--- src/verilog/gfp_fetch_params.svh ---
// GFP8 block fetch sizes: line counts, widths, burst length and memory page
`ifndef GFP_FETCH_PARAMS_SVH
`define GFP_FETCH_PARAMS_SVH

// ========================================
// Line and exponent widths
// ========================================
`define GFP_LINE_W        256
`define GFP_EXP_W         8
`define GFP_EXP_PER_LINE  32

// ========================================
// Block layout
// ========================================
// Packed exponent lines come first, mantissas after them
`define GFP_EXP_LINES     16
`define GFP_MAN_LINES     512
`define GFP_BLOCK_LINES   528
`define GFP_BURST_BEATS   16

// Address widths
`define GFP_BUF_ADDR_W    11
`define GFP_EXP_ADDR_W    9
`define GFP_PACK_ADDR_W   4
`define GFP_LINE_ADDR_W   26

// Memory request: page id routes the request to the right channel
`define GFP_PAGE_ID       9'd2
`define GFP_MEM_ADDR_W    42

`endif

--- src/verilog/gfp_fetch_pkg.sv ---
// Shared types: fetch command, job, read request, read beat, buffer and exponent writes
`default_nettype none

`include "gfp_fetch_params.svh"

package gfp_fetch_pkg;

    // ========================================
    // Command side
    // ========================================
    // Target 0 is the left buffer, 1 the right one
    typedef struct packed {
        logic [`GFP_LINE_ADDR_W-1:0] line_addr;
        logic                        target;
    } fetch_cmd_t;

    // Accepted command, held for the whole fetch
    typedef struct packed {
        logic [`GFP_LINE_ADDR_W-1:0] line_addr;
        logic                        target;
    } fetch_job_t;

    // ========================================
    // Memory side
    // ========================================
    // Byte address of a line, high to low
    typedef struct packed {
        logic [8:0]                  page_id;
        logic [1:0]                  pad;
        logic [`GFP_LINE_ADDR_W-1:0] line_addr;
        logic [4:0]                  byte_sel;
    } rd_req_t;

    // One line, seen either as packed exponents or as a mantissa word
    // Exponent byte 0 sits in the lowest bits
    typedef union packed {
        logic [`GFP_EXP_PER_LINE-1:0][`GFP_EXP_W-1:0] exps;
        logic [`GFP_LINE_W-1:0]                       man;
    } rd_line_u;

    typedef struct packed {
        rd_line_u data;
        logic     last;
    } rd_beat_t;

    // ========================================
    // Buffer side
    // ========================================
    typedef struct packed {
        logic                       en;
        logic                       target;
        logic [`GFP_BUF_ADDR_W-1:0] addr;
        rd_line_u                   data;
    } buf_wr_t;

    typedef struct packed {
        logic                       en;
        logic                       target;
        logic [`GFP_EXP_ADDR_W-1:0] addr;
        logic [`GFP_EXP_W-1:0]      data;
    } exp_wr_t;

endpackage : gfp_fetch_pkg

`default_nettype wire

--- src/verilog/burst_reader.sv ---
// Read burst sequencer with request issue, beat counting, phase FSM and buffer writes
`default_nettype none

`include "gfp_fetch_params.svh"

module burst_reader
    import gfp_fetch_pkg::*;
(
    input  wire logic       i_clk,
    input  wire logic       i_reset_n,

    // Job from decode
    input  wire logic       i_start,
    input  wire fetch_job_t i_job,

    // Read request channel
    output logic            o_req_valid,
    input  wire logic       i_req_ready,
    output rd_req_t         o_req,

    // Read data channel
    input  wire logic       i_beat_valid,
    output logic            o_beat_ready,
    input  wire rd_beat_t   i_beat,

    // Buffer write and stage pulses
    output buf_wr_t         o_buf_wr,
    output logic            o_exp_ready,
    output logic            o_finished
);

    // ========================================
    // Phase FSM
    // ========================================
    typedef enum logic [1:0] {
        ST_IDLE = 2'd0,
        ST_REQ  = 2'd1,
        ST_EXP  = 2'd2,
        ST_MAN  = 2'd3
    } phase_t;

    phase_t                      state_q;
    logic                        req_valid_q;
    logic [5:0]                  burst_cnt_q;
    logic [`GFP_BUF_ADDR_W-1:0]  line_cnt_q;

    // Registered buffer write
    logic                        wr_en_q;
    logic                        wr_target_q;
    logic [`GFP_BUF_ADDR_W-1:0]  wr_addr_q;
    rd_line_u                    wr_data_q;

    logic                        exp_ready_q;
    logic                        finished_q;

    logic                        req_fire;
    logic                        beat_fire;
    logic                        last_line;
    logic [`GFP_LINE_ADDR_W-1:0] req_line;
    logic [`GFP_MEM_ADDR_W-1:0]  req_addr;

    assign req_fire  = req_valid_q & i_req_ready;
    assign beat_fire = i_beat_valid & o_beat_ready;
    // 528th line of the block closes the fetch
    assign last_line = (line_cnt_q == `GFP_BUF_ADDR_W'(`GFP_BLOCK_LINES - 1));

    // ========================================
    // Request address
    // ========================================
    // Burst b reads 16 lines starting at start + 16*b
    assign req_line = i_job.line_addr
                    + `GFP_LINE_ADDR_W'(burst_cnt_q) * `GFP_LINE_ADDR_W'(`GFP_BURST_BEATS);
    assign req_addr = {`GFP_PAGE_ID, 2'b00, req_line, 5'b00000};

    assign o_req_valid  = req_valid_q;
    assign o_req        = req_addr;
    // Beats are accepted for the whole burst and memory throttles with valid
    assign o_beat_ready = (state_q == ST_EXP) || (state_q == ST_MAN);

    always_ff @(posedge i_clk) begin
        if (!i_reset_n) begin
            state_q     <= ST_IDLE;
            req_valid_q <= 1'b0;
            burst_cnt_q <= '0;
            line_cnt_q  <= '0;
        end else begin
            case (state_q)
                ST_IDLE: begin
                    if (i_start) begin
                        state_q     <= ST_REQ;
                        req_valid_q <= 1'b1;
                        burst_cnt_q <= '0;
                        line_cnt_q  <= '0;
                    end
                end

                ST_REQ: begin
                    if (req_fire) begin
                        req_valid_q <= 1'b0;
                        // First burst carries the packed exponents
                        state_q     <= (burst_cnt_q == '0) ? ST_EXP : ST_MAN;
                    end
                end

                ST_EXP, ST_MAN: begin
                    if (beat_fire) begin
                        line_cnt_q <= line_cnt_q + 1'b1;
                        if (i_beat.last) begin
                            burst_cnt_q <= burst_cnt_q + 1'b1;
                            if (last_line) begin
                                state_q <= ST_IDLE;
                            end else begin
                                // Next burst goes out right after last
                                state_q     <= ST_REQ;
                                req_valid_q <= 1'b1;
                            end
                        end
                    end
                end

                default: begin
                    state_q <= ST_IDLE;
                end
            endcase
        end
    end

    // ========================================
    // Buffer write and pulses
    // ========================================
    always_ff @(posedge i_clk) begin
        if (!i_reset_n) begin
            wr_en_q     <= 1'b0;
            exp_ready_q <= 1'b0;
            finished_q  <= 1'b0;
        end else begin
            wr_en_q     <= beat_fire;
            // Exponent lines complete with the last beat of burst 0
            exp_ready_q <= beat_fire && (state_q == ST_EXP)
                        && (line_cnt_q == `GFP_BUF_ADDR_W'(`GFP_EXP_LINES - 1));
            finished_q  <= beat_fire && last_line;
        end
    end

    // Write payload follows the beat and the line number is the buffer address
    always_ff @(posedge i_clk) begin
        if (beat_fire) begin
            wr_addr_q   <= line_cnt_q;
            wr_data_q   <= i_beat.data;
            wr_target_q <= i_job.target;
        end
    end

    assign o_buf_wr.en     = wr_en_q;
    assign o_buf_wr.target = wr_target_q;
    assign o_buf_wr.addr   = wr_addr_q;
    assign o_buf_wr.data   = wr_data_q;

    assign o_exp_ready = exp_ready_q;
    assign o_finished  = finished_q;

endmodule : burst_reader

`default_nettype wire

--- src/verilog/exp_unpacker.sv ---
// Exponent unpacker: reads packed lines back and writes one exponent per cycle
`default_nettype none

`include "gfp_fetch_params.svh"

module exp_unpacker
    import gfp_fetch_pkg::*;
(
    input  wire logic                        i_clk,
    input  wire logic                        i_reset_n,

    // Start from the reader once all packed lines are in the buffer
    input  wire logic                        i_start_unpack,
    input  wire fetch_job_t                  i_job,

    // Packed-line read port, data one cycle after the address
    output logic [`GFP_PACK_ADDR_W-1:0]      o_pack_rd_addr,
    input  wire rd_line_u                    i_pack_rd_data,

    // Single exponent writes
    output exp_wr_t                          o_exp_wr,
    output logic                             o_finished
);

    // ========================================
    // Index counter
    // ========================================
    logic                       running_q;
    logic [9:0]                 idx_q;
    logic                       last_idx;

    // Read stage, aligned with returned data
    logic                       wr_valid_q;
    logic                       wr_last_q;
    logic [`GFP_EXP_ADDR_W-1:0] wr_idx_q;

    assign last_idx = (idx_q == 10'(`GFP_MAN_LINES - 1));

    // Free-running once started, no stall on mantissa traffic
    always_ff @(posedge i_clk) begin
        if (!i_reset_n) begin
            running_q <= 1'b0;
            idx_q     <= '0;
        end else if (i_start_unpack) begin
            running_q <= 1'b1;
            idx_q     <= '0;
        end else if (running_q) begin
            idx_q <= idx_q + 1'b1;
            if (last_idx) begin
                running_q <= 1'b0;
            end
        end
    end

    // 32 exponents per line: index / 32 picks the packed line
    assign o_pack_rd_addr = idx_q[`GFP_EXP_ADDR_W-1:5];

    // ========================================
    // Write stage
    // ========================================
    always_ff @(posedge i_clk) begin
        if (!i_reset_n) begin
            wr_valid_q <= 1'b0;
            wr_last_q  <= 1'b0;
        end else begin
            wr_valid_q <= running_q;
            wr_last_q  <= running_q && last_idx;
        end
    end

    // Delayed index follows the read latency
    always_ff @(posedge i_clk) begin
        wr_idx_q <= idx_q[`GFP_EXP_ADDR_W-1:0];
    end

    // Byte select through the exponent view of the line
    assign o_exp_wr.en     = wr_valid_q;
    assign o_exp_wr.target = i_job.target;
    assign o_exp_wr.addr   = wr_idx_q;
    assign o_exp_wr.data   = i_pack_rd_data.exps[wr_idx_q[4:0]];

    // Finished rides with the 512th write
    assign o_finished = wr_last_q;

endmodule : exp_unpacker

`default_nettype wire

--- src/verilog/fetch_cmd_decode.sv ---
// Command handshake, active job register and completion tracking with done pulse
`default_nettype none

module fetch_cmd_decode
    import gfp_fetch_pkg::*;
(
    input  wire logic       i_clk,
    input  wire logic       i_reset_n,

    // Command handshake
    input  wire logic       i_cmd_valid,
    output logic            o_cmd_ready,
    input  wire fetch_cmd_t i_cmd,

    // Completion pulses from the two stages
    input  wire logic       i_rd_finished,
    input  wire logic       i_unpack_finished,

    // Job to the stages
    output logic            o_start,
    output fetch_job_t      o_job,
    output logic            o_done
);

    logic       busy_q;
    logic       start_q;
    logic       done_q;
    logic       rd_seen_q;
    logic       unpack_seen_q;
    logic       accept;
    logic       rd_seen;
    logic       unpack_seen;
    fetch_job_t job_q;

    // ========================================
    // Handshake
    // ========================================
    // Ready only while idle, so a held command is taken once
    assign o_cmd_ready = ~busy_q;
    assign accept      = i_cmd_valid & ~busy_q;

    // A pulse in this cycle counts as already seen
    assign rd_seen     = rd_seen_q | i_rd_finished;
    assign unpack_seen = unpack_seen_q | i_unpack_finished;

    // ========================================
    // Control state
    // ========================================
    always_ff @(posedge i_clk) begin
        if (!i_reset_n) begin
            busy_q        <= 1'b0;
            start_q       <= 1'b0;
            done_q        <= 1'b0;
            rd_seen_q     <= 1'b0;
            unpack_seen_q <= 1'b0;
        end else begin
            start_q <= accept;
            done_q  <= 1'b0;
            if (accept) begin
                busy_q <= 1'b1;
            end else if (busy_q && rd_seen && unpack_seen) begin
                // Both stages are through: pulse done and free the slot
                busy_q        <= 1'b0;
                done_q        <= 1'b1;
                rd_seen_q     <= 1'b0;
                unpack_seen_q <= 1'b0;
            end else begin
                rd_seen_q     <= rd_seen;
                unpack_seen_q <= unpack_seen;
            end
        end
    end

    // Job payload, captured at acceptance
    always_ff @(posedge i_clk) begin
        if (accept) begin
            job_q <= i_cmd;
        end
    end

    assign o_start = start_q;
    assign o_job   = job_q;
    assign o_done  = done_q;

endmodule : fetch_cmd_decode

`default_nettype wire

--- src/verilog/gfp_fetcher.sv ---
// GFP8 block fetcher top: command decode, burst reader and exponent unpacker
`default_nettype none

`include "gfp_fetch_params.svh"

module gfp_fetcher
    import gfp_fetch_pkg::*;
(
    input  wire logic                   i_clk,
    input  wire logic                   i_reset_n,

    // ========================================
    // Command
    // ========================================
    input  wire logic                   i_cmd_valid,
    output logic                        o_cmd_ready,
    input  wire fetch_cmd_t             i_cmd,

    // ========================================
    // Memory read
    // ========================================
    output logic                        o_req_valid,
    input  wire logic                   i_req_ready,
    output rd_req_t                     o_req,
    input  wire logic                   i_beat_valid,
    output logic                        o_beat_ready,
    input  wire rd_beat_t               i_beat,

    // ========================================
    // Buffer side
    // ========================================
    output buf_wr_t                     o_buf_wr,
    output logic [`GFP_PACK_ADDR_W-1:0] o_pack_rd_addr,
    input  wire rd_line_u               i_pack_rd_data,
    output exp_wr_t                     o_exp_wr,

    output logic                        o_done
);

    logic       start;
    fetch_job_t job;
    logic       exp_ready;
    logic       rd_finished;
    logic       unpack_finished;

    // Handshake and completion
    fetch_cmd_decode u_decode (
        .i_clk             (i_clk),
        .i_reset_n         (i_reset_n),
        .i_cmd_valid       (i_cmd_valid),
        .o_cmd_ready       (o_cmd_ready),
        .i_cmd             (i_cmd),
        .i_rd_finished     (rd_finished),
        .i_unpack_finished (unpack_finished),
        .o_start           (start),
        .o_job             (job),
        .o_done            (o_done)
    );

    // Memory to buffer
    burst_reader u_reader (
        .i_clk        (i_clk),
        .i_reset_n    (i_reset_n),
        .i_start      (start),
        .i_job        (job),
        .o_req_valid  (o_req_valid),
        .i_req_ready  (i_req_ready),
        .o_req        (o_req),
        .i_beat_valid (i_beat_valid),
        .o_beat_ready (o_beat_ready),
        .i_beat       (i_beat),
        .o_buf_wr     (o_buf_wr),
        .o_exp_ready  (exp_ready),
        .o_finished   (rd_finished)
    );

    // Unpacking overlaps the mantissa bursts
    exp_unpacker u_unpacker (
        .i_clk          (i_clk),
        .i_reset_n      (i_reset_n),
        .i_start_unpack (exp_ready),
        .i_job          (job),
        .o_pack_rd_addr (o_pack_rd_addr),
        .i_pack_rd_data (i_pack_rd_data),
        .o_exp_wr       (o_exp_wr),
        .o_finished     (unpack_finished)
    );

endmodule : gfp_fetcher

`default_nettype wire
--- config.mk ---
export PLATFORM = sky130hd
export DESIGN_NAME = gfp_fetcher
export DESIGN_NICKNAME = d
export VERILOG_FILES = /design/src/verilog/gfp_fetch_pkg.sv /design/src/verilog/burst_reader.sv /design/src/verilog/exp_unpacker.sv /design/src/verilog/fetch_cmd_decode.sv /design/src/verilog/gfp_fetcher.sv
export VERILOG_INCLUDE_DIRS = /design/src /design/src/verilog
export SDC_FILE = /design/constraint.sdc
export NUM_CORES = 1
export LEC_CHECK = 0
export ABC_AREA = 1
export BUFFER_PORTS_ARGS = -buffer_cell sky130_fd_sc_hd__buf_2
export CAP_MARGIN = 20
export CORE_AREA = 2 2 342 344
export DETAILED_ROUTE_END_ITERATION = 8
export DIE_AREA = 0 0 344 346
export PLACE_DENSITY = 0.39
export SLEW_MARGIN = 10
export SYNTH_ARGS = -nofsm -noshare
export SYNTH_HDL_FRONTEND = slang
export SYNTH_HIERARCHICAL = 1
export SYNTH_SLANG_ARGS = --single-unit
--- constraint.sdc ---
create_clock -name i_clk -period 13.1 [get_ports i_clk]
set_input_delay 1.965 -clock i_clk [delete_from_list [all_inputs] [get_ports i_clk]]
set_output_delay 1.965 -clock i_clk [all_outputs]
set_load 0.05 [all_outputs]
==> metrics.txt, run 1 <==
r2r setup slk 10.09 ns; Initial Util 12.72%; CTS tree built; root buffer cell clkbuf_16; GP Congestion between 0.9 and 1; RR Endpoint u_reader/wr_data_q[231]; min Tclk post-route roughly 6 ns; die height about 350 um; hold path cells 0; row cnt ~130; I/O pin total between 800 and 900; Final period util 45.65%; Filler Cell Count between 10k and 15k; First DRT Iteration DRCs between 800 and 900; required time of the critical path between 10 and 15 ns; Peak Freq roughly 170 MHz; final hold violation count 0; Max FO, Critical Path 64; post-placement cell count 3679; final cell count without fillers 3771; flops & latches, synth between 300 and 400; Leak 9.553 nW; Worst Setup End Kind output port; Clock power frac between 30% and 40%; mux cell area share after synthesis 0%; hold endpoint u_unpacker/wr_idx_q[4]; max_cap viols 0; Vias per Instance approximately 3.5; Tot GR Track Use 12.73%; CTS Sinks 345; CTS Buf Count 46; hold wc startpoint u_unpacker/idx_q[4]; post-layout instance area 0.02200 mm^2; Worst EP arrival 4.02 ns; antenna violations before repair 50; Pint 0.002240 W; worst min path class flip-flop to flip-flop; final core utilization 19.06%; Net Switching between 0.001 and 0.0015 W; DR vias around 13k; full die area 0.1190 mm^2; largest net degree at the start of global routing 150; worst slew pin tran between 0.9 and 1 ns; Synth-to-Final Area Change 49.85%; switching share of power 33.29%; share of cells above drive strength 1 43.17%; worst setup path class flip-flop to output port; PD cells 152.6 mW/mm^2; WHS slightly below 0.4 ns; Post-synth EDFFs 295; main combinational cell family by area after synthesis simple AND/OR/NAND/NOR gates; vias in the first global route 12.81k; sequential area share after synthesis 67.16%; combinational share of power 20.8%; latest clock arrival within the worst-skew pair 0.62 ns; Flop pwr share 40.2%; Residual DRC 0; cts repair resizes 0; # setup viols final 0; total wire length approximately 80000 um; Max Clock Skew 0.06172 ns; type of origin of the critical path flip-flop; Reg clk slew, reported paths 0.07 ns; nets@finish around 2.8k; sum of negative setup slack 0 ns; Setup Fix Bufs, Post-CTS 0; DR pass1 iterations 5; drt wl/cell 21.12 um; worst vdd ir 117.4 uV; reg2reg start u_reader/state_q[1]; core area 0.1154 mm^2; # H-tree levels 2; Cell Area, Synth 0.01468 mm^2; Port Buffers 866; Worst R2R Path Depth 3; FFs w/ async S/R, synth 0%; global-route wire length before repair 104600 um; Die W 344 um; placed cell area 0.02042 mm^2; Antenna Violating Nets Remaining 0; Max Slew Vio Count 0; gr ovfl total 0; Hold Buf Count CTS 0; status finished, final reports clean; Synth cell types 42; Slew headroom 33.72%; Post-Synth Adder-Cell Area less than 1%; simple-gate portion of the synthesized area 23.10%; XOR/XNOR share of the synthesized area 0.9545%; Final HPWL DP 65850 um; RSZ-0062 raised after global routing false; Synth Instances approximately 1.4k; complex-gate fraction of the synthesized area 1.790%; Ys Warns 6; Mean Syn Cell Area 10.86 um^2; main flop type after synthesis edfxtp_1; clk buf depth 3
## logic make-up after synthesis
group | Yosys count
compound gates | 45
xor+xnor | 16
fa+ha+maj | 11
buf+inv | 146
flops | 345
other cells | 2
simple gates | 787
## power groups by stage
stage / Clock, W / Sequential [W] / Combinational [W]
after floorplan: 0 / 0.00164 / 0.000191
final: 0.00131 / 0.00135 / 0.000697
after global routing: 0.00140 / 0.00136 / 0.000736
after CTS: 0.00137 / 0.00135 / 0.000702
after detailed placement: 0 / 0.00137 / 0.000701
after global placement: 0 / 0.00137 / 0.000706
## registers in the layout, indices dropped and copies added (netlist names), 2 cells and up
| register | flops |
|---|---|
| u_decode/o_job | 27 |
| u_reader/burst_cnt_q | 6 |
| u_reader/line_cnt_q | 11 |
| u_reader/state_q | 2 |
| u_reader/wr_addr_q | 11 |
| u_reader/wr_data_q | 256 |
| u_unpacker/idx_q | 10 |
| u_unpacker/wr_idx_q | 9 |
## cells in the mapped netlist (all sizes together), types with 11 or more instances
master	n	area share [%]
nand2	472	12
edfxtp	295	60
nand3	224	7.7
buf	74	4.1
inv	63	1.6
nor2	60	1.8
dfxtp	50	6.8
a21oi	25	0.95
o21ai	12	0.41
nand4	11	0.47
## cell usage in the layout (no fill, tap or decap), types with 5 or more instances in the layout
cell / synthesis / layout
nor3_1: 9 / 9
dfxtp_1: 50 / 47
inv_1: 56 / 54
clkbuf_16: 0 / 46
o21ai_0: 12 / 12
inv_2: 7 / 7
nand3_1: 223 / 223
ha_1: 10 / 10
xnor2_1: 6 / 6
xor2_1: 10 / 10
edfxtp_1: 295 / 295
conb_1: 2 / 16
bufinv_16: 0 / 6
buf_2: 14 / 866
a21oi_1: 23 / 23
nand2_1: 463 / 463
nand4_1: 11 / 11
nand2_2: 5 / 5
nor2_1: 55 / 54
clkbuf_1: 8 / 13
clkinv_1: 0 / 9
buf_4: 32 / 5
diode_2: 0 / 7
## area by class of cell
type / instances / area [um^2] / area share (%)
timing repair buffer: 872 / 4392 / 19.96
sequential: 345 / 9866 / 44.84
tap: 1524 / 1907 / 8.667
inverter: 63 / 245.2 / 1.115
clock inverter: 25 / 351.6 / 1.598
clock buffer: 60 / 1214 / 5.517
multi-input combinational: 875 / 4008 / 18.22
antenna: 7 / 17.52 / 0.07962
## layer usage
metal,share of wire (%),GRT usage [%]
met1,41,15.82
met2,43,19.40
met3,14,6.681
met4,2.0,2.813
met5,0.15,0
## critical path, stage by stage (launching register included)
cell,delay [ns]
dfxtp_4,0.76
clkinv_2,0.58
buf_4,0.48
buf_4,0.35
nand2_1,0.13
nand3_1,0.09
nand3_1,0.14
nand2_1,0.17
nand2_1,0.10
nand2_1,0.11
nand2_1,0.09
nand2_1,0.08
buf_2,0.22
## worst max path at each step
| stage | from | end | slack [ns] | cells past startpoint |
|---|---|---|---|---|
| final | u_unpacker/wr_idx_q[0] | o_exp_wr[7] | 7.12 | 12 |
| after detailed placement | u_unpacker/wr_idx_q[0] | o_exp_wr[5] | 7.75 | 12 |
| after global placement | u_unpacker/wr_idx_q[0] | o_exp_wr[5] | 7.76 | 12 |
| after floorplan | i_beat_valid | u_reader/wr_addr_q[0] | 5.27 | 2 |
| after CTS | u_unpacker/wr_idx_q[0] | o_exp_wr[5] | 7.02 | 12 |
| after global routing | u_unpacker/wr_idx_q[0] | o_exp_wr[5] | 6.82 | 12 |
## per-stage QoR
| step | worst slack [ns] | power, W |
|---|---|---|
| 3_5_place_dp | 7.745 | 0.002073 |
| 3_3_place_gp | 7.757 | 0.002077 |
| 2_1_floorplan | 5.267 | 0.001833 |
| 5_1_grt | 6.824 | 0.003498 |
| 6_report | 7.120 | 0.003358 |
| 4_1_cts | 7.021 | 0.003419 |
Note: power is estimated with default switching activity, not from simulation.
==> inputs of run 2 (changes only) <==
Settings changed: PLACE_DENSITY 0.39 to 0.4.
Clock period 13.1 ns to 5.4 ns, I/O delays scaled along.
==> metrics.txt, run 2 (same netlist as run 1, synthesis figures left out) <==
root buffer cell clkbuf_16; Top delay family on crit path buffers and inverters; clk buf depth 3 (unchanged); Leak 9.527 nW (-0.27%); Tot GR Track Use 11.92% (-0.81 points); commonest non-fill, non-tap cell in the layout buf_2; CP bufs+invs 2 (-2); type of origin of the critical path flip-flop; DR vias 13.21k (-0.77%); full die area 0.1190 mm^2 (unchanged); worst slew pin tran 1.026 ns (+0.03137 ns); Antenna Violating Nets Remaining 0 (unchanged); most used cell along the critical path nand2_1; max_cap viols 0 (unchanged); # H-tree levels 2 (unchanged); antenna violations before repair 32 (-36%); Max FO, Critical Path 95 (+48%); worst min path class input pin to flip-flop; # setup viols final 0 (unchanged); Max Clock Skew 0.04510 ns (-0.01661 ns); met1 WL 33370 um (+2.5%); Peak Freq 252.2 MHz; hold endpoint u_reader/wr_data_q[102]; First DRT Iteration DRCs 1072 (+21%); share of cells above drive strength 1 43.50% (+0.33 points); nets@finish 2763 (+0.14%); Top reg by flops u_reader/wr_data_q; slowest CP cell buf_4; status finished, final reports clean; Worst R2R Path Depth 3 (unchanged); CTS Buf Count 42 (-8.7%); worst vdd ir 217.0 uV (+85%); most frequent cells in the layout buf_2, nand2_1, edfxtp_1, nand3_1, inv_1; Initial Util 12.72% (unchanged); CTS Sinks 345 (unchanged); Hold Buf Count CTS 0 (unchanged); row cnt 125 (unchanged); Reg clk slew, reported paths 0.07 ns (about the same); Synth-to-Final Area Change 49.09%; latest clock arrival within the worst-skew pair 0.59 ns (-0.03 ns); GP Congestion 0.8932 (-3.3%); Worst Setup End Kind output port; wire length on met2 32950 um (-4.5%); Filler Cell Count 12.97k (+0.43%); Port Buffers 866 (unchanged); Max Slew Vio Count 0 (unchanged); total wire length 75140 um (-5.7%); reg2reg start u_reader/state_q[1]; CTS tree built; Worst path max stage delay 0.78 ns (+0.02 ns); worst setup path class flip-flop to output port; sum of negative setup slack 0 ns (unchanged); Die W 344 um (unchanged); drt wl/cell 19.95 um (-5.6%); Vias per Instance 3.508 (-0.67%); RSZ-0062 raised after global routing false; crit-path cells buf_4, nand2_1, nand3_1, nand3_1, nand2_1, nand2_1, nand2_1, nand2_1, nand2_1, buf_2; DR pass1 iterations 8 (+3); Final HPWL DP 61730 um (-6.3%); RR Endpoint u_reader/wr_data_q[212]; hold path cells 1 (+1); max FFs per register 256 (unchanged); I/O pin total 883 (unchanged); DR top layer met5; global-route wire length before repair 100000 um (-4.4%); die height 346 um (unchanged); r2r setup slk 2.67 ns (-7.42 ns); pre-CTS setup slack 1.923 ns (-5.822 ns); Residual DRC 0 (unchanged); vias in the first global route 12.79k (-0.22%); metal3 WL 7611 um (-30%); Slew headroom 31.55% (-2.2 points); Worst EP arrival 3.16 ns (-0.86 ns); largest net degree at the start of global routing 122 (-19%); gr ovfl total 0 (unchanged); PD cells 361.3 mW/mm^2 (+140%); Final period util 73.43%; core area 0.1154 mm^2 (unchanged); final hold violation count 0 (unchanged); min Tclk post-route roughly 4.0 ns; hold wc startpoint i_beat[103]; Setup Fix Bufs, Post-CTS 0 (unchanged); cts repair resizes 0 (unchanged); Final WS setup 1.435 ns (-5.685 ns); required time of the critical path 4.59 ns (-6.55 ns)
==> run 2: cell types whose count changed in the layout (fill, tap and decap cells not counted), sizes merged <==
| cell | previous run | this run |
|---|---|---|
| clkbuf | 60 | 48 |
| buf | 872 | 880 |
| diode | 7 | 4 |
| clkinv | 17 | 19 |
| bufinv | 6 | 5 |
| clkinvlp | 2 | 3 |
| inv | 63 | 64 |
==> run 2: report_power, final <==
part           total, W  switching [W]  leakage [nW]  internal [W]
registers       0.00328       0.000104          3.09       0.00317
clock network   0.00292        0.00124         0.683       0.00169
logic           0.00171        0.00133          5.75      0.000373
==> run 2: cell type report <==
cell class	count	area, um^2	share of cell area, %
diodes	4	10.01	0.04573
clock buffers	48	1074	4.905
clock inverters	28	330.3	1.509
inverters	63	242.7	1.109
multi-input cells	875	4008	18.31
flip-flops and latches	345	9866	45.07
well taps	1524	1907	8.712
repair buffers	880	4452	20.34
==> run 2: per-stage QoR <==
step	utilization (%)	total power (W)	hold WS [ns]	cell area, um^2	instances
floorplan	-	0.004423	0.3642	14740	1366
global placement	17.74	0.005059	0.3882	20470	3687
detailed placement	17.74	0.005046	0.3899	20470	3687
CTS	18.96	0.008034	0.3177	21880	3763
global route	18.96	0.008233	0.3299	21880	3764
finish	18.96	0.007908	0.3831	21890	3767
==> run 2: metal layers <==
metal / vias up / GRT usage, %
li1: 6296 / -
met1: 6190 / 16.17
met2: 625 / 18.04
met3: 96 / 4.589
met4: 6 / 2.050
met5: - / 0
==> run 2: worst max-delay path by stage <==
stage | startpoint | end | cells after the start
final | u_unpacker/wr_idx_q[0] | o_exp_wr[0] | 10
after global placement | u_unpacker/wr_idx_q[2] | o_exp_wr[4] | 9
after CTS | u_unpacker/wr_idx_q[2] | o_exp_wr[4] | 9
after floorplan | i_beat_valid | u_reader/wr_addr_q[0] | 2
after detailed placement | u_unpacker/wr_idx_q[2] | o_exp_wr[4] | 9
after global routing | u_unpacker/wr_idx_q[2] | o_exp_wr[4] | 9
